===== src/hdl/botInputPkg.sv =====
package botInputPkg;

    typedef logic [127:0] botT;      // truth table of a seven-variable function
    typedef logic [11:0] botIndexT;

    // one queued item of 142 bits
    typedef struct packed {
        botT      bot;
        botIndexT index;
        logic     wantPlain;
        logic     wantSwap;    // variables 5 and 6 exchanged
    } fifoEntryT;

    typedef enum logic {
        schedBalanced  = 1'b0,
        schedAlternate = 1'b1
    } schedModeT;

    typedef enum logic {
        cfgAlmostFull = 1'b0,
        cfgSchedMode  = 1'b1
    } cfgAddrT;

    typedef struct packed {
        logic [7:0] almostFullLevel;
        schedModeT  schedMode;
    } cfgRegsT;

    typedef struct packed {
        logic fromCD;
        logic swapped;
    } outSubIndexT;

endpackage


===== src/hdl/fifoScheduler.sv =====
`timescale 1ns/1ps

module fifoScheduler #(
    parameter int fifoDepthLog2 = 5
) (
    input  logic                    clk,
    input  logic                    rstN,
    input  logic                    emptyAB,
    input  logic                    emptyCD,
    input  botInputPkg::fifoEntryT  headAB,
    input  botInputPkg::fifoEntryT  headCD,
    input  logic [fifoDepthLog2:0]  countAB,
    input  logic [fifoDepthLog2:0]  countCD,
    input  botInputPkg::schedModeT  schedMode,
    input  logic                    take,
    output logic                    popAB,
    output logic                    popCD,
    output logic                    available,
    output botInputPkg::fifoEntryT  chosenEntry,
    output logic                    chosenCD
);
    import botInputPkg::*;

    logic lastPick;   // 1 means CD
    logic prevPick;
    logic grab;

    assign available = !emptyAB || !emptyCD;
    assign grab      = take && available;

    always_comb begin
        chosenCD = 1'b0;
        if (emptyAB && !emptyCD) begin
            chosenCD = 1'b1;
        end else if (!emptyAB && !emptyCD) begin
            if (schedMode == schedAlternate) begin
                chosenCD = !lastPick;
            end else if (lastPick == prevPick) begin
                chosenCD = !lastPick;   // no third pick in a row
            end else begin
                chosenCD = (countCD >= countAB);   // fuller one wins ties to CD
            end
        end
    end

    assign chosenEntry = chosenCD ? headCD : headAB;

    // pops only ever reach a non-empty fifo
    assign popAB = grab && !chosenCD;
    assign popCD = grab && chosenCD;

    always_ff @(posedge clk) begin
        if (!rstN) begin
            lastPick <= 1'b0;
            prevPick <= 1'b0;
        end else if (grab) begin
            prevPick <= lastPick;
            lastPick <= chosenCD;
        end
    end

endmodule


===== config.mk =====
export PLATFORM = sky130hd
export DESIGN_NAME = fifoScheduler
export DESIGN_NICKNAME = d
export VERILOG_FILES = /design/src/hdl/botInputPkg.sv /design/src/hdl/fifoScheduler.sv
export SDC_FILE = /design/constraint.sdc
export NUM_CORES = 1
export LEC_CHECK = 0
export BUFFER_PORTS_ARGS = -buffer_cell sky130_fd_sc_hd__buf_4
export CAP_MARGIN = 10
export CORE_AREA = 2 2 176 178
export DETAILED_ROUTE_END_ITERATION = 7
export DIE_AREA = 0 0 178 180
export GPL_TIMING_DRIVEN = 0
export PLACE_DENSITY = 0.3
export SYNTH_ARGS = -nofsm -noshare
export SYNTH_HDL_FRONTEND = slang
export SYNTH_SLANG_ARGS = --single-unit

===== constraint.sdc =====
create_clock -name clk -period 5.85 [get_ports clk]
set_input_delay 0.2925 -clock clk [delete_from_list [all_inputs] [get_ports clk]]
set_output_delay 0.2925 -clock clk [all_outputs]
set_load 0.1 [all_outputs]

==> flow_summary.ini <==
[drt]
met1_length_um = 5938
drtAntennaViolNets = 0
wl_per_cell_um = 15.80
met3_length_um = 1265
wl_met2_um = 9209
routed_via_density = 3.209
drtIter0Drc = 42
drt-total-wl_um = 16450
drc = 0
num_vias = 3341
top_layer = met4
drt-pass1-iter-count = 4

[timing]
fin_skew_ns = 0.0009169
whs_ns = 0.3193
relSlewSlack_pct = 59.46
finalSetupViolations = 0
fin_crit_sh_pct = 51.36
rsz0062_at_grt = no
finalCriticalPeriod_ns = 3.004
slew_violations = 0
fin_tns_setup_ns = 0
fmax_mhz = 332.8
finalHoldViolations = 0
tightest_slew_ns = 0.6046

[global_routing]
grt_pass1_vias = 3579
grt_usage_pct = 9.419
antenna_found_initial = 0
overflow = 0
grt_pass1_wl_um = 22450
grt_start_max_net_pins = 11

[logic_synthesis]
synth_top_area_cell = mux2_2
postSynthCellCount = 195
async_reset_ff_share_pct = 0
ys_warn_count = 0
synth_area_leaders = mux2_2 54%, mux2_1 27%, ha_1 3.8%
syn-num-nets = 503
avgSynthCellArea_um2 = 10.13
ys_seq_area_share_pct = 2.027
ys.flop_type = dfxtp_1
synth_edf_count = 0
ys_ff_latch = 2
synth_top_area_share_pct = 54.15
yosysUniqueCellTypes = 22
syn_area_um2 = 1976

[worst_hold_path]
min_path_type = input port to flop

[critical_path]
critPathRequiredTime_ns = 5.56
crit_arrival_ns = 2.71
path_class = input port to output port
crit_path_end_kind = output port
reg2reg_slack_ns = 4.04
startpoint_type = input port
cp_max_fo = 10

[clock_tree]
postCtsSetupRepairBufs = 0
cts.clk_slew.worst_paths_ns = 0.03
clk_latency_ns = 0.22
clkSinkCount = 2
htree_levels = 1
cts_max_path_buffers = 2
cts_tree = done
cts_buffers = 3
cts_resized = 0
ctsHoldBuffers = 0
cts_root_buffer = clkbuf_16

[placement]
dpl.hpwl_um = 15200
io_buffers = 447
place_congestion = 0.8010

[floorplan]
start_util_pct = 6.544
die_w_um = 178
core_area_um2 = 30190
fp.dieH_um = 180
ios = 448
rows = 64
die_area_um2 = 32040

[power]
power_density_nw_per_um2 = 249.3
leakage_nw = 2.970
ir_drop_uv = 93.54

[finish]
syn2layout_area_growth_pct = 198.7
final_common_cell = buf_4
antenna_cells = 0
drive_above_1_share_pct = 87.13
nets = 955
layout_common_cells = 449 x buf_4, 95 x mux2_2, 47 x mux2_1

[outcome]
status = finished clean

[run]
maxCapViolations = 0
[metrics by stage]
step	power, mW	cells	area, um^2	setup WS, ns	util, %
finish	1.471	1041	5902	2.846	19.55
global route	1.519	1041	5902	2.634	19.55
CTS	1.484	1041	5902	2.738	19.55
detailed placement	1.377	1038	5827	2.742	19.30
global placement	1.386	1038	5827	2.729	19.30
floorplan	1.016	195	1976	2.804	-
[kinds of logic after synthesis]
group | after synthesis | synth area share (%)
DFF | 2 | 2.027
AOI/OAI and AO/OA | 10 | 3.990
and+or+nand+nor | 10 | 2.660
adders and majority gates | 6 | 3.800
muxes | 143 | 81.44
buffers and inverters | 24 | 6.080
[worst paths after layout]
check	endpoint	startpoint	depth (start not counted)
setup / recovery	chosenEntry[99]	countAB[0]	10
hold / removal	prevPick$_SDFFE_PN0P_	rstN	2
setup reg to reg	lastPick$_SDFFE_PN0P_	lastPick$_SDFFE_PN0P_	6
hold reg to reg	prevPick$_SDFFE_PN0P_	prevPick$_SDFFE_PN0P_	2
[registers in the layout, summed over array words and instances, names as in the netlist]
register / cells
lastPick: 1
prevPick: 1
[cell type report]
cell class | instances | area (um^2)
clock buffer | 3 | 75.07
buffer | 15 | 86.33
fill | 3408 | 24290
tap | 396 | 495.5
inverter | 9 | 33.78
sequential | 2 | 40.04
timing repair buffer | 447 | 3356
multi-input combinational | 169 | 1815
[critical path, stage by stage]
cell and delay, ns:
buf_4 0.11, ha_1 0.26, or3b_1 0.10, o2111ai_1 0.12, a32oi_1 0.30, o2bb2ai_2 0.35, buf_6 0.24, buf_2 0.26
mux2_1 0.41, buf_4 0.26
[cells in the mapped netlist (2+ instances only)]
cell / number
mux2_1: 47
mux2_2: 95
buf_4: 2
o21ai_0: 2
nand2_1: 3
buf_2: 12
a21oi_1: 2
nor2_1: 2
inv_1: 9
dfxtp_1: 2
ha_1: 6
and2_1: 2
nor2b_1: 2
[power breakdown]
group | internal [mW] | leakage [nW] | switching, mW
sequential | 0.0147 | 0.0164 | 0.000726
clock | 0.0869 | 0.0370 | 0.0153
combinational | 0.375 | 2.92 | 0.979
[metal layers]
layer  up-vias  global-route usage, %
met5         -                      0
met4         0                 0.7869
met3         2                  1.734
met2       186                  18.93
met1      1521                  10.36
li1       1632                      -
Note: power is estimated with default switching activity, not from simulation.
