==> src/hdl/botInputPkg.sv <==
package botInputPkg;

    typedef logic [127:0] botT;      // truth table of a seven-variable function
    typedef logic [11:0] botIndexT;

    // one queued item of 142 bits
    typedef struct packed {
        botT      bot;
        botIndexT index;
        logic     wantPlain;
        logic     wantSwap;    // variables 5 and 6 exchanged
    } fifoEntryT;

    typedef enum logic {
        schedBalanced  = 1'b0,
        schedAlternate = 1'b1
    } schedModeT;

    typedef enum logic {
        cfgAlmostFull = 1'b0,
        cfgSchedMode  = 1'b1
    } cfgAddrT;

    typedef struct packed {
        logic [7:0] almostFullLevel;
        schedModeT  schedMode;
    } cfgRegsT;

    typedef struct packed {
        logic fromCD;
        logic swapped;
    } outSubIndexT;

endpackage

==> src/hdl/swapExpander.sv <==
`timescale 1ns/1ps

module swapExpander (
    input  logic                    clk,
    input  logic                    rstN,
    input  botInputPkg::fifoEntryT  entryIn,
    input  logic                    available,
    input  logic                    dataRequested,
    output logic                    take,
    output botInputPkg::botT        botOut,
    output logic                    botOutAvailable,
    output logic                    swapped
);
    import botInputPkg::*;

    botT  curBot;
    logic pendPlain;
    logic pendSwap;
    logic transfer;
    logic lastLeaving;

    assign botOutAvailable = pendPlain || pendSwap;
    assign transfer        = botOutAvailable && dataRequested;
    // one variant left and it goes out now
    assign lastLeaving     = transfer && !(pendPlain && pendSwap);
    assign take            = available && (!botOutAvailable || lastLeaving);

    // blocks 1 and 2 trade places for the swapped variant
    assign botOut = {curBot[127:96],
                     pendSwap ? curBot[63:32] : curBot[95:64],
                     pendSwap ? curBot[95:64] : curBot[63:32],
                     curBot[31:0]};
    assign swapped = pendSwap;

    always_ff @(posedge clk) begin
        if (!rstN) begin
            pendPlain <= 1'b0;
            pendSwap  <= 1'b0;
        end else if (take) begin
            pendPlain <= entryIn.wantPlain;
            pendSwap  <= entryIn.wantSwap;
        end else if (transfer) begin
            if (pendSwap) begin
                pendSwap <= 1'b0;    // swapped goes first
            end else begin
                pendPlain <= 1'b0;
            end
        end
    end

    always_ff @(posedge clk) begin
        if (take) begin
            curBot <= entryIn.bot;
        end
    end

endmodule

==> config.mk <==
export PLATFORM = sky130hd
export DESIGN_NAME = swapExpander
export DESIGN_NICKNAME = d
export VERILOG_FILES = /design/src/hdl/botInputPkg.sv /design/src/hdl/swapExpander.sv
export SDC_FILE = /design/constraint.sdc
export NUM_CORES = 1
export LEC_CHECK = 0
export ABC_CLOCK_PERIOD_IN_PS = 7000
export BUFFER_PORTS_ARGS = -buffer_cell sky130_fd_sc_hd__buf_2
export CAP_MARGIN = 40
export CORE_ASPECT_RATIO = 0.7
export CORE_MARGIN = 8
export CORE_UTILIZATION = 41
export DETAILED_ROUTE_END_ITERATION = 6
export PLACE_DENSITY = 0.86
export SLEW_MARGIN = 25
export SYNTH_ARGS = -nofsm -noshare
export SYNTH_HDL_FRONTEND = slang
export SYNTH_SLANG_ARGS = --single-unit
==> constraint.sdc <==
create_clock -name clk -period 7 [get_ports clk]
set_input_delay 0.7 -clock clk [delete_from_list [all_inputs] [get_ports clk]]
set_output_delay 0.7 -clock clk [all_outputs]
set_load 0.005 [all_outputs]
==> results <==
- The flow ran to the end, and the final reports show no timing, DRC or antenna violations.
- Compared with the post-synthesis result, the final layout area differs by 28.7%.
- Global routing consumed, over all layers together, 14.3% of the routing resources.
- Data arrives at the worst endpoint at 2.93 ns.
- TritonCTS built the clock tree.
- A synthesized cell averages 19.5 um^2.
- The global-route wire length before repair is 19000 um.
- The total wire length is 12600 um.
- The number of antenna violations at the first check in global routing was 0.
- Summing all non-filler instances in the final layout gives an area of 6980 um^2.
- Setup repair after global routing left no endpoint under its margin.
- After synthesis, the share of flip-flops with an asynchronous set or reset is 0%.
- Yosys mapped a number of flops with a built-in enable equal to 128.
- The length of the first detailed-routing pass in iterations is 5.
- The number of hold buffers added after CTS was 0.
- The post-synthesis cell type count is 19.
- The final routed DRC violation total is 0.
- At the pin with the least slew margin, the transition time is 0.821 ns.
- The area of the die is 17200 um^2.
- Routability-driven placement finished with a final weighted congestion of 0.766.
- The flip-flop and latch count after synthesis is 130.
- The cell leakage power is 0.00300 uW.
- Setup total negative slack on the finished layout was measured at 0 ns.
- The peak supply drop is 0.164 mV.
- The cell at the root of the clock tree is sky130_fd_sc_hd__clkbuf_16.
- The area share of the largest cell type after synthesis is 70.9%.
- The critical path is of the flip-flop to flip-flop type.
- The floorplan has 35 rows.
- The worst max-slew margin expressed relative to the limit is 45.3%.
- The sum of overflow across all layers after global routing is 0.
- The CTS clock-pin slew for the worst setup and hold paths is 0.06 ns.
- Between clock sinks in the finished design, the worst skew comes to 0.0149 ns.
- The total of max-cap violations is 0.
- The synthesized netlist net count is 424.
- For the worst setup path, the data required time is 7.02 ns.
- In the finished design, the share of the clock period the worst path needs comes to 41.6%.
- The floorplan die height is 112 um.
- The instance count along the most critical hold path is 1.
- The post-route netlist has 71.9% of its cells at a drive strength greater than 1.
- The average routed wire per standard cell is 18.8 um.
- The mapped netlist covers 5420 um^2.
- Entering global routing, the biggest net connects 67 pins.
- The number of antenna diodes in the final layout is 0.
- Subtracting the final worst setup slack from the clock period gives 2.91 ns.
- The detail route stage leaves a number of antenna-violating nets equal to 0.
- Once layout is complete, the utilization of the core stands at 53.5%.
- Clock latency on the worst-skew pair, taken at its later pin, is 0.40 ns.
- The final hold violation count was 0.
- By area the synthesized netlist is led by sky130_fd_sc_hd__edfxtp_1, sky130_fd_sc_hd__mux2_4, sky130_fd_sc_hd__buf_4.
- The number of buffers and inverters on the critical path is 4.
- The library cell used most frequently in the layout, excluding fill and tap cells, is sky130_fd_sc_hd__buf_2.
- The post-CTS resize count is 0.
- The initial cell density of the core is 41.5%.
- The post-layout net count is 639.
- The number of warnings issued by yosys is 0.
- The count of buffers added on input and output ports is 264.
- The CTS H-tree depth is 4.
- The max-slew violation count was 0.
- Sequential elements use 71.7% of the synthesized area.
- In this run the number of cells on the critical path is 6.
- The wire-length estimate of the detail-placed layout is 9550 um.
- The worst setup path is captured at a flip-flop.
- The clock sink total is 130.
- Across all layers, the routed design uses 3041 vias.
- The number of buffers created by CTS is 17.
- The number of instances in the synthesized netlist is 278.
- The signal on the critical path passes through buf_16, maj3_1, nor2b_4, buf_4, buf_16, buf_4.
- In this design, the largest share of critical-path delay is due to buffers and inverters.
- The count of cells along the worst register-to-register path is 6.
- The placeable core region is 13100 um^2.
- The number of setup buffers added after CTS is 0.
- Setup violations remaining at the end of the flow were counted as 0.
- In this run, the number of DRC markers left after iteration 0 of detailed routing was 151.
- STA classifies the critical path startpoint as a flip-flop.
- The number of vias per cell is 4.53.
- For this run, the top clock speed supported by timing is 344 MHz.
- The power per standard cell area is 279 nW/um^2.
- The instance area after placement is 6410 um^2.
- In the synthesized netlist the dominant register cell turns out to be sky130_fd_sc_hd__edfxtp_1.
- The largest incremental delay on the critical path is 0.67 ns.
- On the critical path, the stage with the largest delay is an instance of sky130_fd_sc_hd__buf_4.
- The biggest area consumer among synthesized cells is sky130_fd_sc_hd__edfxtp_1.
- The worst hold slack is 0.469 ns.
- The critical-path maximum fanout is 64.
- The top cell types in the final layout, fill and taps aside, are sky130_fd_sc_hd__buf_2, sky130_fd_sc_hd__edfxtp_1, sky130_fd_sc_hd__mux2_4.
- The via count of the first global-routing pass is 3468.
- The top-level port count is 277.
- In this run the worst hold path is classified as input port to flip-flop.
- The largest buffer count on any clock path is 2.
- The die width is 153 um.
==> layer usage <==
layer	share of wire [%]	track usage (%)
met4	0.93	3.84
met2	49	24.0
met5	0	0
met3	12	9.10
met1	38	14.6
==> flip-flops by register name, summed over array words and instances (netlist names) <==
signal / flops
curBot: 128
pendPlain: 1
swapped: 1
==> report_power, final <==
group | internal, uW | switching, uW | total, uW
clock | 484 | 325 | 810
combinational | 112 | 85.2 | 198
sequential | 918 | 23.2 | 941
==> per-stage QoR <==
stage	total power, uW	cells	worst slack [ns]
floorplan	1080	278	1.89
global placement	1140	638	3.91
detailed placement	1160	639	3.77
CTS	1970	670	3.66
global route	2020	671	3.90
finish	1950	671	4.09
==> layout make-up <==
class                      instances  area, um^2
fill                            1098        6070
sequential                       130        3890
timing repair buffer             268        1390
multi-input combinational         75         943
clock buffer                      17         425
tap                              166         208
clock inverter                    14         116
inverter                           1        3.75
==> Yosys cell counts (2+ instances only) <==
cell / instances
sky130_fd_sc_hd__mux2_4: 38
sky130_fd_sc_hd__mux2_2: 26
sky130_fd_sc_hd__a21oi_1: 2
sky130_fd_sc_hd__buf_4: 64
sky130_fd_sc_hd__buf_12: 4
sky130_fd_sc_hd__dfxtp_1: 2
sky130_fd_sc_hd__edfxtp_1: 128
sky130_fd_sc_hd__nand2b_1: 2
sky130_fd_sc_hd__buf_2: 2
==> cells by family after synthesis <==
family                   count (synthesis)  synth area share [%]
AO/OA/AOI/OAI                            4                 0.462
buffers and inverters                   73                  11.1
AND/OR/NAND/NOR                          6                 0.693
adder cells (fa/ha/maj)                  1                 0.185
multiplexers                            64                  15.9
flip-flops                             130                  71.7
==> worst paths after layout <==
path | endpoint | start | slack [ns]
hold / removal | curBot[17]$_DFFE_PP_ | entryIn[31] | 0.47
setup / recovery | curBot[0]$_DFFE_PP_ | swapped$_SDFFE_PN0P_ | 4.09
setup reg to reg | curBot[0]$_DFFE_PP_ | swapped$_SDFFE_PN0P_ | 4.09
hold reg to reg | swapped$_SDFFE_PN0P_ | pendPlain$_SDFFE_PN0P_ | 0.60
No activity file was read; power rests on OpenSTA's default activity.
