===== src/hdl/botInputPkg.sv =====
package botInputPkg;

    typedef logic [127:0] botT;      // truth table of a seven-variable function
    typedef logic [11:0] botIndexT;

    // one queued item of 142 bits
    typedef struct packed {
        botT      bot;
        botIndexT index;
        logic     wantPlain;
        logic     wantSwap;    // variables 5 and 6 exchanged
    } fifoEntryT;

    typedef enum logic {
        schedBalanced  = 1'b0,
        schedAlternate = 1'b1
    } schedModeT;

    typedef enum logic {
        cfgAlmostFull = 1'b0,
        cfgSchedMode  = 1'b1
    } cfgAddrT;

    typedef struct packed {
        logic [7:0] almostFullLevel;
        schedModeT  schedMode;
    } cfgRegsT;

    typedef struct packed {
        logic fromCD;
        logic swapped;
    } outSubIndexT;

endpackage


===== src/hdl/botFifo.sv =====
`timescale 1ns/1ps

module botFifo #(
    parameter int fifoDepthLog2 = 5
) (
    input  logic                    clk,
    input  logic                    rstN,
    input  logic                    push,
    input  botInputPkg::fifoEntryT  pushData,
    input  logic                    pop,
    output botInputPkg::fifoEntryT  headData,
    output logic                    empty,
    output logic                    full,
    output logic [fifoDepthLog2:0]  fillCount
);
    import botInputPkg::*;

    localparam int depth = 1 << fifoDepthLog2;

    fifoEntryT                mem [depth];
    logic [fifoDepthLog2-1:0] wrPtr;
    logic [fifoDepthLog2-1:0] rdPtr;
    logic                     doPush;
    logic                     doPop;

    assign empty = (fillCount == '0);
    assign full  = fillCount[fifoDepthLog2];   // count == depth
    assign doPush = push && !full;             // dropped when full
    assign doPop  = pop && !empty;

    // first word fall through
    assign headData = mem[rdPtr];

    always_ff @(posedge clk) begin
        if (!rstN) begin
            wrPtr     <= '0;
            rdPtr     <= '0;
            fillCount <= '0;
        end else begin
            if (doPush) begin
                wrPtr <= wrPtr + 1'b1;
            end
            if (doPop) begin
                rdPtr <= rdPtr + 1'b1;
            end
            if (doPush && !doPop) begin
                fillCount <= fillCount + 1'b1;
            end else if (doPop && !doPush) begin
                fillCount <= fillCount - 1'b1;
            end
        end
    end

    always_ff @(posedge clk) begin
        if (doPush) begin
            mem[wrPtr] <= pushData;
        end
    end

endmodule


===== config.mk =====
export PLATFORM = sky130hd
export DESIGN_NAME = botFifo
export DESIGN_NICKNAME = d
export VERILOG_FILES = /design/src/hdl/botInputPkg.sv /design/src/hdl/botFifo.sv
export SDC_FILE = /design/constraint.sdc
export NUM_CORES = 2
export LEC_CHECK = 0
export ABC_AREA = 1
export BUFFER_PORTS_ARGS = -buffer_cell sky130_fd_sc_hd__buf_2
export CORE_UTILIZATION = 50
export CTS_CLUSTER_SIZE = 14
export DETAILED_ROUTE_END_ITERATION = 8
export PLACE_DENSITY = 0.7
export RECOVER_POWER = 50
export REMOVE_ABC_BUFFERS = 1
export SLEW_MARGIN = 20
export SYNTH_ARGS = -nofsm -noshare
export SYNTH_HDL_FRONTEND = slang
export SYNTH_MEMORY_MAX_BITS = 65536
export SYNTH_SLANG_ARGS = --single-unit

===== constraint.sdc =====
create_clock -name clk -period 11.9 [get_ports clk]
set_input_delay 0.595 -clock clk [delete_from_list [all_inputs] [get_ports clk]]
set_output_delay 0.595 -clock clk [all_outputs]
set_load 0.1 [all_outputs]

==> out/qor.log <==
[pwr] Lkg Pwr 0.0691 uW
[global_routing] pin count of the biggest net entering global routing 246
[clock_network] worst skew pair latency 0.99 ns
[clock_network] maximum buffer depth of the clock tree 4
[run_status] violations in the final reports capacitance limit, slew limit
[synthesis] fraction of registers with async set or reset after synthesis 0%
[critical_path] CP Class register to primary output
[timing] final-report hold violation count 0
[placement] Cell Area, Placed 186000 um^2
[cells_and_area] Net count, final 14800
[synthesis] Post-Synthesis Cell Area 182000 um^2
[timing] Layout Skew 0.0481 ns
[critical_path] highest net fanout along the worst path 93
[pwr] portion of total power attributed to the clock network 32.6%
[timing] Final Setup Violations 0
[timing] final period utilization 63.5%
[detailed_routing] wire length after detailed routing 516 mm
[timing] total negative slack 0 ns
[critical_path] endpoint arrival time on the critical path 6.96 ns
[synthesis] count of flip-flops with a built-in enable after synthesis 4544
[cells_and_area] layout cell share with drive strength beyond 1 6.59%
[pwr] Power Dens Cells 207 nW/um^2
[critical_path] reg2reg setup slack 6.38 ns
[detailed_routing] vias after detailed routing 119000
[clock_network] CTS Buf Count 447
[die] Die Width 606 um
[timing] max-slew violation count 95
[pwr] portion of total power attributed to sequential cells 43.7%
[timing] highest clock rate 0.132 GHz
[clock_network] number of sinks driven by the clock tree 4565
[clock_network] CTS tree done
[pwr] share of total power consumed by net switching 33.2%
[die] cell row count 221
[synthesis] warnings from Yosys 0
[synthesis] most numerous cell in the Yosys netlist sky130_fd_sc_hd__nand2_1
[die] placeable core region 363000 um^2
[synthesis] cell count after synthesis 14600
[die] starting utilization of the core area 50.3%
[placement] count of input and output buffers 295
[critical_path] CP endpoint kind primary output
[detailed_routing] Avg WL per Cell 26.0 um
[timing] setup repair after global routing missed its margin false
[clock_network] clock slew at the register clock pins of the worst setup and hold paths 0.06 ns
[cells_and_area] Final Cell Area 200000 um^2
[global_routing] first-pass GRT wire length 747 mm
[timing] actual slew at the worst max-slew pin 3.64 ns
[synthesis] distinct cell type count of the synthesized netlist 27
[pwr] switching component of the power 13700 uW
[synthesis] top cells by area, synth sky130_fd_sc_hd__edfxtp_1 (75%), sky130_fd_sc_hd__nand3_1 (12%), sky130_fd_sc_hd__nand2_1 (9.7%), sky130_fd_sc_hd__buf_2 (1.3%), sky130_fd_sc_hd__buf_6 (1.1%)
[placement] HPWL after detailed placement 230 mm
[clock_network] library cell used as clock root buffer sky130_fd_sc_hd__clkbuf_16
[timing] Final min period 7.56 ns
[clock_network] # H-tree levels 5
[detailed_routing] remaining number of nets flagged by the antenna check after routing 0
[cells_and_area] Fill cells 29100
[cells_and_area] area added between synthesis and finish 9.63%
[pwr] cell-internal power 27600 uW
[pwr] Combinational Power Share 23.7%
[synthesis] portion of synthesized cell area occupied by the leading cell type 74.8%
[placement] GPL Wtd Cong 0.769
[synthesis] Synth Register Bits 4565
[timing] slew margin rel. -142%
[global_routing] number of global-route vias before repair 112000
[synthesis] fraction of the yosys area taken by sequential cells 75.0%
[synthesis] Synth area leader sky130_fd_sc_hd__edfxtp_1
[hold_path] class of the worst hold path input pin to register
[global_routing] total global routing track utilization 27.6%
[critical_path] required time of the critical path 11.31 ns
[global_routing] number of antenna violations at the first check in global routing 77
[die] I/O Pins 296
[synthesis] post-synthesis area per instance 12.5 um^2
[detailed_routing] DRC errors left 0
[synthesis] most common flop cell mapped by yosys sky130_fd_sc_hd__edfxtp_1
[global_routing] overall overflow remaining after global route 0
[run] count of max-cap constraint violations 3
[critical_path] critical path launch point type register
[die] die extent in y 606 um
[detailed_routing] via density per instance 6.00
[synthesis] Commonest cells post-synth sky130_fd_sc_hd__nand2_1 (4713), sky130_fd_sc_hd__edfxtp_1 (4544), sky130_fd_sc_hd__nand3_1 (4269)
[clock_network] number of setup buffers added after CTS 0
[pwr] Max rail drop VDD 0.282 mV
[detailed_routing] first-pass iteration count of the detailed router 8
[die] overall die area 367000 um^2
[detailed_routing] DRT iter0 DRCs 16100
[run_status] run status complete, but fails checks
==> power groups by stage <==
stage | registers, uW | logic (uW) | clock network [uW]
after CTS | 18100 | 9770 | 13600
after global routing | 18100 | 10600 | 14200
final | 18100 | 9800 | 13500
after detailed placement | 18400 | 9730 | 0
after floorplan | 19000 | 8350 | 0
after global placement | 18400 | 9640 | 0
==> cell usage in the layout (no fill, tap or decap), types with 2 or more instances in the layout <==
master and instances:
sky130_fd_sc_hd__nand2_1 4713, sky130_fd_sc_hd__edfxtp_1 4544, sky130_fd_sc_hd__nand3_1 4269, sky130_fd_sc_hd__clkbuf_16 453
sky130_fd_sc_hd__clkbuf_1 242, sky130_fd_sc_hd__buf_4 157, sky130_fd_sc_hd__buf_2 153, sky130_fd_sc_hd__clkinv_1 124
sky130_fd_sc_hd__clkinv_2 87, sky130_fd_sc_hd__diode_2 36, sky130_fd_sc_hd__buf_12 35, sky130_fd_sc_hd__nor2_4 26
sky130_fd_sc_hd__bufinv_16 26, sky130_fd_sc_hd__inv_1 22, sky130_fd_sc_hd__nor2_1 17, sky130_fd_sc_hd__dfxtp_1 16
sky130_fd_sc_hd__a21oi_1 13, sky130_fd_sc_hd__o21ai_0 11, sky130_fd_sc_hd__ha_1 10, sky130_fd_sc_hd__clkinvlp_4 9
sky130_fd_sc_hd__inv_8 7, sky130_fd_sc_hd__clkinv_8 7, sky130_fd_sc_hd__inv_6 7, sky130_fd_sc_hd__inv_16 6
sky130_fd_sc_hd__nor3_1 5, sky130_fd_sc_hd__dfxtp_4 5, sky130_fd_sc_hd__xnor2_1 3, sky130_fd_sc_hd__buf_16 3
sky130_fd_sc_hd__buf_6 3, sky130_fd_sc_hd__xor2_1 2, sky130_fd_sc_hd__nand3b_1 2, sky130_fd_sc_hd__clkinv_16 2
==> metal layers <==
| metal | up-vias | GRT usage, % | part of all wire (%) |
|---|---|---|---|
| li1 | 52400 | - | - |
| met1 | 58400 | 38.7 | 39 |
| met4 | 50 | 10.0 | 3.8 |
| met2 | 6840 | 43.3 | 46 |
| met5 | - | 0 | 0.060 |
| met3 | 1110 | 5.06 | 11 |
==> registers in the layout, summed over array words and instances (netlist names), named ones only <==
signal and flops:
rdPtr 5, wrPtr 5, mem 4544, fillCount 6
==> per-stage QoR <==
step	power [uW]	cells	util, %	hold WS [ns]	worst slack (ns)
3_3_place_gp	28000	19000	51.3	0.472	5.52
6_report	41400	19800	55.1	0.168	4.34
3_5_place_dp	28100	19000	51.3	0.484	5.46
2_1_floorplan	27300	13700	-	0.472	-153.44
5_1_grt	42900	19800	55.1	0.157	4.01
4_1_cts	41400	19800	55.2	0.0255	4.38
==> worst paths after layout <==
check	start	to	cells past startpoint
max	register	headData[36]	11
min	push	wrPtr[1]	3
max reg2reg	wrPtr[2]	mem[19][73]	6
min reg2reg	rdPtr[4]	register	2
==> repair_timing <==
| item | CTS | global route |
|---|---|---|
| gates resized for setup | 0 | 0 |
| endpoints found under the hold margin | 10 | 0 |
| hold buffers | 1 | 0 |
==> cell families (layout without fill, tap and decap cells) <==
logic type / after synthesis / after routing / share of synthesized area, %
other: 0 / 36 / 0
adder cells (fa/ha/maj): 11 / 11 / 0.0795
buffers and inverters: 1006 / 1344 / 3.30
flip-flops: 4565 / 4565 / 75.0
XOR/XNOR: 5 / 5 / 0.0240
AO/OA/AOI/OAI: 25 / 25 / 0.0692
AND/OR/NAND/NOR: 9035 / 9035 / 21.5
==> final cells by class <==
| type | count | area (um^2) | area share [%] |
|---|---|---|---|
| diodes | 36 | 90.1 | 0.0450 |
| clock buffers | 550 | 11700 | 5.85 |
| clock inverters | 268 | 2110 | 1.06 |
| inverters | 29 | 155 | 0.0776 |
| multi-input cells | 9076 | 39800 | 19.9 |
| flip-flops and latches | 4565 | 137000 | 68.4 |
| well taps | 4794 | 6000 | 3.00 |
| repair buffers | 497 | 3320 | 1.66 |
==> worst max-delay path, stage by stage (launching register included) <==
cell                      delay, ns
sky130_fd_sc_hd__dfxtp_4       0.94
sky130_fd_sc_hd__buf_4         0.84
sky130_fd_sc_hd__buf_4         0.81
sky130_fd_sc_hd__buf_4         0.91
sky130_fd_sc_hd__buf_4         0.84
sky130_fd_sc_hd__nand2_1       0.13
sky130_fd_sc_hd__nand3_1       0.12
sky130_fd_sc_hd__nand3_1       0.09
sky130_fd_sc_hd__nand3_1       0.14
sky130_fd_sc_hd__nand3_1       0.09
sky130_fd_sc_hd__nand2_1       0.28
sky130_fd_sc_hd__buf_2         0.49
No activity file was read; power rests on OpenSTA's default activity.
