### src/hdl/botInputPkg.sv
package botInputPkg;

    typedef logic [127:0] botT;      // truth table of a seven-variable function
    typedef logic [11:0] botIndexT;

    // one queued item of 142 bits
    typedef struct packed {
        botT      bot;
        botIndexT index;
        logic     wantPlain;
        logic     wantSwap;    // variables 5 and 6 exchanged
    } fifoEntryT;

    typedef enum logic {
        schedBalanced  = 1'b0,
        schedAlternate = 1'b1
    } schedModeT;

    typedef enum logic {
        cfgAlmostFull = 1'b0,
        cfgSchedMode  = 1'b1
    } cfgAddrT;

    typedef struct packed {
        logic [7:0] almostFullLevel;
        schedModeT  schedMode;
    } cfgRegsT;

    typedef struct packed {
        logic fromCD;
        logic swapped;
    } outSubIndexT;

endpackage

### src/hdl/inputConfig.sv
`timescale 1ns/1ps

module inputConfig #(
    parameter int fifoDepthLog2 = 5
) (
    input  logic                  clk,
    input  logic                  rstN,
    input  logic                  cfgReq,
    input  botInputPkg::cfgAddrT  cfgAddr,
    input  logic [7:0]            cfgData,
    output logic                  cfgAck,
    output botInputPkg::cfgRegsT  cfgRegs
);
    import botInputPkg::*;

    localparam int depth = 1 << fifoDepthLog2;

    typedef enum logic {
        stIdle  = 1'b0,
        stAcked = 1'b1
    } cfgStateT;

    cfgStateT state;

    assign cfgAck = (state == stAcked);

    always_ff @(posedge clk) begin
        if (!rstN) begin
            state                   <= stIdle;
            cfgRegs.almostFullLevel <= 8'(depth - 4);
            cfgRegs.schedMode       <= schedBalanced;
        end else begin
            case (state)
                stIdle: if (cfgReq) begin
                    state <= stAcked;   // one write per request
                    if (cfgAddr == cfgAlmostFull) begin
                        cfgRegs.almostFullLevel <= cfgData;
                    end else begin
                        cfgRegs.schedMode <= schedModeT'(cfgData[0]);
                    end
                end
                stAcked: if (!cfgReq) begin
                    state <= stIdle;
                end
                default: state <= stIdle;
            endcase
        end
    end

endmodule

### config.mk
export PLATFORM = sky130hd
export DESIGN_NAME = inputConfig
export DESIGN_NICKNAME = d
export VERILOG_FILES = /design/src/hdl/botInputPkg.sv /design/src/hdl/inputConfig.sv
export SDC_FILE = /design/constraint.sdc
export NUM_CORES = 1
export LEC_CHECK = 0
export BUFFER_PORTS_ARGS = -buffer_cell sky130_fd_sc_hd__buf_2
export CAP_MARGIN = 0
export CELL_PAD_IN_SITES_DETAIL_PLACEMENT = 1
export CELL_PAD_IN_SITES_GLOBAL_PLACEMENT = 2
export CORE_MARGIN = 5
export CORE_UTILIZATION = 20
export CTS_BUF_LIST = sky130_fd_sc_hd__clkbuf_16
export DETAILED_ROUTE_END_ITERATION = 7
export GPL_ROUTABILITY_DRIVEN = 0
export PLACE_DENSITY = 0.77
export RECOVER_POWER = 50
export SLEW_MARGIN = 0
export SYNTH_ARGS = -nofsm -noshare
export SYNTH_HDL_FRONTEND = slang
export SYNTH_SLANG_ARGS = --single-unit
### constraint.sdc
create_clock -name clk -period 0.8 [get_ports clk]
set_input_delay 0.12 -clock clk [delete_from_list [all_inputs] [get_ports clk]]
set_output_delay 0.12 -clock clk [all_outputs]
set_load 0.02 [all_outputs]
==> results of run 1 <==
[cells in the mapped netlist]
library cell and instances:
mux2i_1 6, and2_2 1, o211ai_1 3, buf_2 1, nand2_1 11, nand4bb_1 3
nor3b_2 1, nand3b_1 1, inv_1 3, dfxtp_1 10, buf_6 1
[cells in the final DEF (no fill, tap or decap)]
cell and n:
clkinv_1 1, nand3b_1 1, mux2i_1 6, inv_1 3, nand2_1 11, nand4bb_1 3, buf_2 10, buf_6 10
dfxtp_2 10, clkbuf_16 3, o211ai_1 3, and2_2 1, buf_4 8, clkbuf_1 1, nor3b_2 1
[sequential cells by signal, summed over array words and instances (netlist names)]
signal / count
cfgRegs: 9
cfgAck: 1
[worst min-delay path, cell delays in order]
cell,delay [ns]
buf_2,0.10
nand2_1,0.04
mux2i_1,0.05
[cells by family after synthesis]
group | share of synthesized area [%]
AND/OR/NAND/NOR | 24.8
flip-flops | 48.5
multiplexers | 14.5
buffers and inverters | 6.67
AO/OA/AOI/OAI | 5.45
[cell type report]
class,instances,area [um2]
fillers,244,1210
repair buffers,29,226
flip-flops and latches,10,213
multi-input cells,26,185
clock buffers,3,75.1
well taps,27,33.8
inverters,3,11.3
clock inverters,1,3.75
[routing by layer]
metal / GRT usage, % / vias up / part of all wire, %
li1: - / 200 / -
met1: 8.37 / 194 / 43
met2: 12.2 / 19 / 48
met3: 4.20 / 5 / 6.7
met4: 6.25 / 0 / 2.8
met5: 0 / - / 0
[through the flow]
step	instance area, um2	TNS, ns	hold WS [ns]	worst slack (ns)	power (W)
after CTS	726	-1.22	0.126	-0.151	0.00167
after floorplan	414	-0.769	0.256	-0.106	0.000646
after global placement	574	-0.645	0.371	-0.0974	0.000726
final	748	-1.15	0.122	-0.142	0.00166
after detailed placement	574	-0.885	0.383	-0.148	0.000731
after global routing	748	-1.98	0.137	-0.226	0.00172
[power breakdown]
group / switching, W / internal (W) / total [W]
clock network: 0.000229 / 0.000654 / 0.000883
logic: 0.000101 / 0.000121 / 0.000222
registers: 0.0000197 / 0.000533 / 0.000553
[timing repair]
item / 4_1_cts / 5_1_grt
endpoints found under the hold margin: 0 / 0
pin swaps: 2 / 2
setup endpoints to repair: 19 / 18
buffers inserted: 0 / 3
gates resized for setup: 28 / 1
[path summary, 6_finish.rpt]
kind	slack [ns]	to	cells past startpoint	from
worst max-delay path	-0.14	cfgRegs[6]	3	cfgAck
worst min-delay path	0.12	cfgRegs[8]	3	cfgData[7]
worst max register to register	-0.14	cfgRegs[6]	3	cfgAck
worst min register to register	0.46	cfgRegs[8]	2	cfgRegs[8]
==> results list, run 1 <==
- After layout, the minimum clock period comes to 0.942 ns.
- In this run the remaining antenna-violating nets after routing total 0.
- DRT Pass-1 Iters: 1
- In the final layout, the share of cells above drive strength 1 is 59.7%.
- Clock latency reported for the late side of the worst-skew pair: 0.24 ns
* Pin count of the biggest net entering global routing: 16
* Buffer depth of the longest clock path: 2
- N_diodes: 0
* Worst Setup Path Type: flip-flop to flip-flop
- Post-detailed-route DRC marker count: 0
- Across the routed clock network, the largest skew measured is 0.00153 ns.
- Setup repair after global routing could not meet its margin everywhere.
- Setup violations remaining at the end of the flow were counted as 14.
- The initial utilization of the core area, before any placement, comes to 21.0%.
* Critical path required time: 0.96 ns
- The detailed router placed 418 vias in this run.
- For this block, the routed nets add up to 1.26 mm of wire.
* TritonCTS Sinks: 10
- Final Hold Viols: 0
- Detailed placement finished with a half-perimeter wire length of 838 um.
- The first routing iteration left 0 violations.
- The Yosys step of the flow raised 0 warnings.
- For this design, the CTS-stage hold fixing added 0 buffers.
* Max Clk Rate: 1060 MHz
* Net Count, Synth: 53
* Core region area: 0.00196 mm2
- Ratio of routed vias to standard cells: 4.22
- First-pass GRT wire length: 1.86 mm
- CTS tree: built
- After synthesis the netlist holds a flip-flop and latch count of 10.
- On the worst path, the slowest cell contributes a delay of 0.31 ns.
- In this run, placement finished with an instance count of 92.
- Crit path setup slack, layout: -0.142 ns
- TritonCTS Buffers: 3
- From synthesis to final layout, the design area changed by 81.2%.
- Across the VDD grid, the largest voltage drop is 0.848 mV.
- Antenna violations before repair: 0
- Cells after synthesis: 41
- Register area share after synthesis: 48.5%
- Violated checks: setup timing
- Tot GR Track Use: 8.07%
- Walking the worst path, the cells encountered are nor3b_2 > buf_4 > mux2i_1.
* Portion of the clock cycle consumed by the worst path in the final layout: 118%
- Clk root buf: clkbuf_16
* Library cell occupying the most area in the post-synthesis netlist: dfxtp_1
* Die width: 55.4 um
* I/O pin count: 22
- Worst path bufs/invs: 1
- Global route overflow: 0
- Clock-pin slew was measured on the worst setup and hold paths at 0.04 ns.
- Max FO, Critical Path: 6
- Vertical die dimension: 55.4 um
- Level count of the clock H-tree: 1
- For this run, the post-layout net count is 85.
- After synthesis, the mean cell area works out to 10.1 um2.
* Core utilization of the finished layout: 38.1%
- The path class of the tightest hold or removal check is primary input to flip-flop.
- The netlist uses 11 different library cells.
- Worst path arrival time: 1.10 ns
* Status: finished with violations
- Summed over its instances, the top area cell type makes up 48.5% of the synthesized netlist area.
* Max Cap Violations: 0
- The worst setup path is launched from a flip-flop.
- Power per standard cell area: 2220 mW/mm2
* Number of buffers added on ports: 21
* Ranking of synthesized cells by area: dfxtp_1 48%, mux2i_1 15%, nand2_1 10%
- The number of global-route vias before repair came to 412.
- Cell family contributing the most delay on the critical path: flip-flops
- At the pin with the least slew margin, the transition time is 0.619 ns.
* Slew HR: 58.7%
- Endpoint kind of the worst setup timing path: flip-flop
* Slowest cell on the critical path: dfxtp_2
* Final Max Slew Viols: 0
- Rows: 16
- Cell Area, Synth: 413 um2
- The floorplan step defined a die boundary enclosing 0.00307 mm2.
* Leakage dissipation: 0.350 nW
- Final std cells w/o fill: 99
- In the final routed layout, each cell accounts on average for 12.7 um.
Note: power is estimated with default switching activity, not from simulation.
==> run 2: changes to the inputs <==
--- a/config.mk
+++ b/config.mk
@@ -11,9 +11,9 @@
 export CELL_PAD_IN_SITES_GLOBAL_PLACEMENT = 2
 export CORE_MARGIN = 5
-export CORE_UTILIZATION = 20
+export CORE_UTILIZATION = 22
 export CTS_BUF_LIST = sky130_fd_sc_hd__clkbuf_16
 export DETAILED_ROUTE_END_ITERATION = 7
 export GPL_ROUTABILITY_DRIVEN = 0
-export PLACE_DENSITY = 0.77
+export PLACE_DENSITY = 0.8
 export RECOVER_POWER = 50
 export SLEW_MARGIN = 0
==> constraint.sdc (replaced) <==
create_clock -name clk -period 1.05 [get_ports clk]
set_input_delay 0.21 -clock clk [delete_from_list [all_inputs] [get_ports clk]]
set_output_delay 0.21 -clock clk [all_outputs]
set_load 0.02 [all_outputs]
==> results list, run 2 (synthesized netlist as in run 1, its figures left out) <==
* Worst Setup Path Type: flip-flop to output port (was flip-flop to flip-flop)
* Vertical die dimension: 53.3 um (was 55.4 um)
- Number of hold-repair buffers added at the cts stage: 0 (unchanged)
- Final Max Slew Viols: 0 (unchanged)
* Rows: 15 (was 16)
- The number of buffers on the longest clock path was 2 (unchanged).
* Endpoint kind of the worst setup timing path: output port (was flip-flop)
- The number of max-cap violations was 0 (unchanged).
* Max Clk Rate: 996 MHz
- Most frequent cells in the layout: 14 x buf_2, 11 x nand2_1, 9 x dfxtp_1, 6 x mux2i_1, 4 x clkbuf_2 (was 11 x nand2_1, 10 x dfxtp_2, 10 x buf_2, 10 x buf_6, 8 x buf_4)
- The startpoint type of the worst setup path is a flip-flop (unchanged).
- The aggregate global routing overflow was 0 (unchanged).
* Vias in the first global route: 369 (was 412)
* Number of buffers added on ports: 21 (unchanged)
- The initial antenna violation count was 0 (unchanged).
- The area of all sequential standard cells is 201 um2 (was 213 um2).
* Critical path required time: 0.84 ns (was 0.96 ns)
- The setup TNS was 0 ns (was -1.15 ns).
* Slew at the pin closest to its max-slew limit: 0.601 ns (was 0.619 ns)
- Die width: 53.3 um (was 55.4 um)
* Area added between synthesis and finish: 53.9% (was 81.2%)
* Average wire length per cell after detail routing: 12.0 um (was 12.7 um)
- Number of gates resized after CTS: 3 (was 28)
* Critical R2R Capture: cfgRegs[1] (was cfgRegs[6])
- The area of the die was 0.00284 mm2 (was 0.00307 mm2).
- R2r startpoint: cfgAck (unchanged)
- The average vias per placed instance was 4.09 (was 4.22).
* Remaining number of nets flagged by the antenna check after routing: 0 (unchanged)
* Post-layout minimum cycle time: 1.00 ns
- CTS tree: built (unchanged)
- The number of primary I/O pins came to 22 (unchanged).
- The worst max-slew margin expressed relative to the limit came to 59.9% (was 58.7%).
* Max Clock Skew: 0.000559 ns (was 0.00153 ns)
* Worst path arrival time: 0.79 ns (was 1.10 ns)
- Most frequent standard cell in the layout excluding fill and tap cells: buf_2 (was nand2_1)
* Portion of the clock cycle consumed by the worst path in the final layout: 95.6%
- The layout filler cell count is 230 (was 244).
* Share of cells above drive strength 1: 40.9% (was 59.7%)
* Pin count of the biggest net entering global routing: 16 (unchanged)
* N_diodes: 0 (unchanged)
- Worst voltage drop across the vdd grid: 0.498 mV (was 0.848 mV)
- The worst-skew pair later-pin latency came to 0.23 ns (was 0.24 ns).
- Clk root buf: clkbuf_16 (unchanged)
* CTS clk-pin slew, worst paths: 0.04 ns (about the same)
- Number of flip-flops in the largest register: 9 (unchanged)
* Level count of the clock H-tree: 1 (unchanged)
- Critical Path Source: cfgAck (unchanged)
- The area occupied by multi-input gates came to 185 um2 (unchanged).
- Most flops, register: cfgRegs (unchanged)
* Leakage dissipation: 0.301 nW (was 0.350 nW)
- The setup violation total in the final timing report came to 0 (was 14).
- The logic depth of the worst register-to-register path came to 3 (unchanged).
* DR iter-0 viols: 0 (unchanged)
* Final Hold Viols: 0 (unchanged)
- Number of buffers added for setup after CTS: 0 (unchanged)
* Critical path endpoint: cfgAck (was cfgRegs[6])
- The total routing usage reported by global routing is 8.44% (was 8.07%).
- The power per standard cell area was 1900 mW/mm2 (was 2220 mW/mm2).
- Crit path setup slack, layout: 0.0462 ns (was -0.142 ns)
* Initial cell density of the core: 23.4% (was 21.0%)
- Number of nets in the final layout: 79 (was 85)
- First-pass GRT wire length: 1.70 mm (was 1.86 mm)
* Via count: 372 (was 418)
* Worst min-delay path category: primary input to flip-flop (unchanged)
* Status: finished clean (was finished with violations)
- TritonCTS Buffers: 3 (unchanged)
- Max FO, Critical Path: 5 (was 6)
- Unrepaired setup endpoints after global routing: no (was yes).
* Core region area: 0.00176 mm2 (was 0.00196 mm2)
- Final routed wirelength across all metal layers: 1.09 mm (was 1.26 mm)
- The hold slack came to 0.227 ns (was 0.122 ns).
- Detailed placement HPWL: 756 um (was 838 um)
- The pre-CTS worst setup slack came to 0.0888 ns (was -0.148 ns).
- Post-detailed-route DRC marker count: 0 (unchanged)
- TritonCTS Sinks: 10 (unchanged)
* DRT Pass-1 Iters: 1 (unchanged)
- The worst reg-to-reg setup slack is 0.08 ns (was -0.14 ns).
## run 2: cell types whose count changed in the layout (fill, tap and decap cells not counted), sizes merged
cell    previous run  this run
buf               28        17
clkbuf             4         9
## run 2: routing by layer
layer	share of wire, %	global-route usage (%)	up-vias
met5	0	0	-
met1	41	10.7	168
met3	12	4.23	2
met4	0.55	3.83	0
met2	46	11.6	14
li1	-	-	188
## run 2: how the worst min path moves through the flow
stage               start          to  slack [ns]  cells after the start
4_1_cts        cfgData[5]  cfgRegs[6]        0.23                      3
3_3_place_gp   cfgRegs[8]  cfgRegs[8]        0.44                      2
5_1_grt        cfgData[7]  cfgRegs[8]        0.25                      3
3_5_place_dp   cfgRegs[7]  cfgRegs[7]        0.45                      2
2_1_floorplan      cfgReq      cfgAck        0.35                      1
6_report       cfgData[5]  cfgRegs[6]        0.23                      3
## run 2: cell type report
cell class	count	share of cell area [%]
Sequential cell	10	31.7
Multi-Input combinational cell	26	29.1
Timing Repair Buffer	23	20.1
Clock buffer	3	11.8
Tap cell	25	4.92
Inverter	3	1.77
Clock inverter	1	0.591
## run 2: report_power, final
group	switching, W	internal, W	total [W]
clock network	0.000167	0.000498	0.000665
registers	0.0000103	0.000402	0.000413
logic	0.0000722	0.0000589	0.000131
## run 2: stage by stage
step	instance area, um2	total power (W)	instances	utilization, %
global route	636	0.00127	91	36.0
detailed placement	548	0.000546	87	31.1
finish	636	0.00121	91	36.0
global placement	548	0.000544	87	31.1
floorplan	413	0.000491	41	-
CTS	634	0.00123	91	36.0
## run 2: worst max-delay path, stage by stage, from the launching register on
cell	delay, ns
dfxtp_2	0.32
buf_6	0.12
buf_6	0.12
==> run 3: changes to the inputs <==
Settings changed: PLACE_DENSITY 0.8 to unset, PLACE_DENSITY_LB_ADDON set to 0.1.
==> results list, run 3 (synthesized netlist as in run 1, its figures left out) <==
* Via count: 378 (was 372)
* Detailed placement HPWL: 740 um (was 756 um)
- The maximum number of pins on one net before global-route repair is 16 (unchanged).
- The CTS sink count came to 10 (unchanged).
- Cell-by-cell listing of the critical path: buf_4 > buf_6 (was buf_6 > buf_6).
- Fin Setup TNS: 0 ns (unchanged)
- The highest-delay cell along the critical path is dfxtp_2 (unchanged).
* Die width: 53.3 um (unchanged)
- Critical path required time: 0.84 ns (about the same)
- Initial cell density of the core: 23.4% (unchanged)
- Core region area: 0.00176 mm2 (unchanged)
- The height of the die is 53.3 um (unchanged).
- Portion of the clock cycle consumed by the worst path in the final layout: 97.1% (was 95.6%)
- Worst path bufs/invs: 2 (unchanged)
* CTS clk-pin slew, worst paths: 0.04 ns (about the same)
* Status: finished clean (unchanged)
- Clock latency reported for the late side of the worst-skew pair: 0.23 ns (about the same)
* CP max stage delay: 0.31 ns (was 0.32 ns)
* Area taken by flip-flops and latches: 201 um2 (unchanged)
- TritonCTS Buffers: 3 (unchanged)
- Core utilization of the finished layout: 36.1% (was 36.0%)
- Number of nets in the final layout: 80 (was 79)
- Inst Count DP: 88 (was 87)
- The final instance count without filler cells is 92 (was 91).
* Ratio of routed vias to standard cells: 4.11 (was 4.09)
- Post-detailed-route DRC marker count: 0 (unchanged)
- N_diodes: 0 (unchanged)
- Clk root buf: clkbuf_16 (unchanged)
- Worst path arrival time: 0.81 ns (was 0.79 ns)
- Die area: 0.00284 mm2 (unchanged)
* Most flops, register: cfgRegs (unchanged)
- Max Clk Rate: 981 MHz (was 996 MHz)
* Final Max Slew Viols: 0 (unchanged)
- CTS tree: built (unchanged)
- Unrepaired setup endpoints after global routing: no (unchanged).
- The category of the critical setup timing path was flip-flop to output port (unchanged).
* Power, Total: 0.00121 W (about the same)
- Most frequent cells in the layout: 14 x buf_2, 11 x nand2_1, 9 x dfxtp_1, 6 x mux2i_1, 4 x clkbuf_1 (was 14 x buf_2, 11 x nand2_1, 9 x dfxtp_1, 6 x mux2i_1, 4 x clkbuf_2).
- Cell Area, Placed: 556 um2 (was 548 um2)
- Total non-filler cell area in the finished layout: 637 um2 (was 636 um2)
* Number of hold-repair buffers added at the cts stage: 0 (unchanged)
* Max Cap Violations: 0 (unchanged)
* DR iter-0 viols: 1 (was 0)
- Leakage dissipation: 0.301 nW (about the same)
- Rows: 15 (unchanged)
- Final routed wirelength across all metal layers: 974 um (was 1.09 mm)
- The minimum clock period after layout is 1.02 ns (was 1.00 ns).
- The proportion of layout cells with a drive suffix above 1 is 38.8% (was 40.9%).
* Most frequent standard cell in the layout excluding fill and tap cells: buf_2 (unchanged)
- Level count of the clock H-tree: 1 (unchanged)
- The critical path capture point type is an output port (unchanged).
- The post-detailed-route wirelength per cell was 10.6 um (was 12.0 um).
- Final Hold Viols: 0 (unchanged)
- Worst min-delay path category: primary input to flip-flop (unchanged)
* Buffer depth of the longest clock path: 2 (unchanged)
- Global route overflow: 0 (unchanged)
- The number of buffers added on ports is 21 (unchanged).
- First-pass GRT wire length: 1.63 mm (was 1.70 mm)
* Worst voltage drop across the vdd grid: 0.776 mV (was 0.498 mV)
- Remaining number of nets flagged by the antenna check after routing: 0 (unchanged)
- I/O pin count: 22 (unchanged)
- The setup violation total in the final timing report came to 0 (unchanged).
- The worst max-slew margin expressed relative to the limit is 58.3% (was 59.9%).
- Cell family contributing the most delay on the critical path: flip-flops (unchanged)
- Number of flip-flops in the largest register: 9 (unchanged)
- Area of the multi-input gates: 185 um2 (unchanged)
- The first-pass iteration count of the detailed router was 2 (was 1).
- The maximum clock skew at final layout is 0.00179 ns (was 0.000559 ns).
* Vias in the first global route: 384 (was 369)
* Antenna violations before repair: 0 (unchanged)
- Power per standard cell area: 1890 mW/mm2 (was 1900 mW/mm2)
* Max FO, Critical Path: 5 (unchanged)
* Kind of start point of the critical path: flip-flop (unchanged)
* Number of filler instances in the final layout: 223 (was 230)
* Tot GR Track Use: 8.31% (was 8.44%)
* Slew at the pin closest to its max-slew limit: 0.625 ns (was 0.601 ns)
* Area added between synthesis and finish: 54.2% (was 53.9%)
## run 3: changes by cell type in the layout (fill, tap and decap cells not counted)
| cell | previous run | this run |
|---|---|---|
| buf_4 | 1 | 3 |
| clkbuf_1 | 2 | 4 |
| clkbuf_2 | 4 | 2 |
| buf_6 | 2 | 1 |
## run 3: routing by layer
layer	part of all wire, %	track usage [%]	up-vias
li1	-	-	195
met3	6.1	4.51	2
met4	0.82	5.11	0
met2	45	10.8	12
met1	48	10.4	169
met5	0	0	-
## run 3: worst reg2reg max path: cells and delay by family, from the launching register on
kind,cells,cell delay [ns]
flip-flops,1,0.31
multiplexers,1,0.19
AND/OR/NAND/NOR,1,0.16
buffers and inverters,1,0.19
## run 3: layout make-up
| type | instances | area share, % |
|---|---|---|
| clock inverters | 1 | 0.589 |
| clock buffers | 3 | 11.8 |
| multi-input cells | 26 | 29.1 |
| flip-flops and latches | 10 | 31.6 |
| repair buffers | 24 | 20.2 |
| well taps | 25 | 4.91 |
| inverters | 3 | 1.77 |
## run 3: worst paths after layout
path	depth (start not counted)	end	startpoint	slack (ns)
min	3	cfgRegs[6]	cfgData[5]	0.23
max reg2reg	3	cfgRegs[1]	cfgAck	0.13
min reg2reg	2	cfgRegs[6]	cfgRegs[6]	0.46
max	2	cfgAck	cfgAck	0.03
## run 3: through the flow
step | worst slack, ns | hold slack, ns
floorplan | 0.0725 | 0.346
global placement | 0.106 | 0.446
detailed placement | 0.0941 | 0.453
CTS | 0.000137 | 0.225
global route | 0.00956 | 0.244
finish | 0.0305 | 0.227
## run 3: repair_timing
| item | CTS | global route |
|---|---|---|
| setup buffers | 0 | 0 |
| endpoints found under the setup margin | 1 | 1 |
| resized for setup | 1 | 2 |
## run 3: report_power, final
group	total, W	leakage [nW]	internal, W	switching (W)
logic	0.000130	0.180	0.0000589	0.0000709
registers	0.000412	0.0823	0.000402	0.00000926
clock network	0.000665	0.0385	0.000498	0.000167
total	0.00121	0.301	0.000959	0.000247
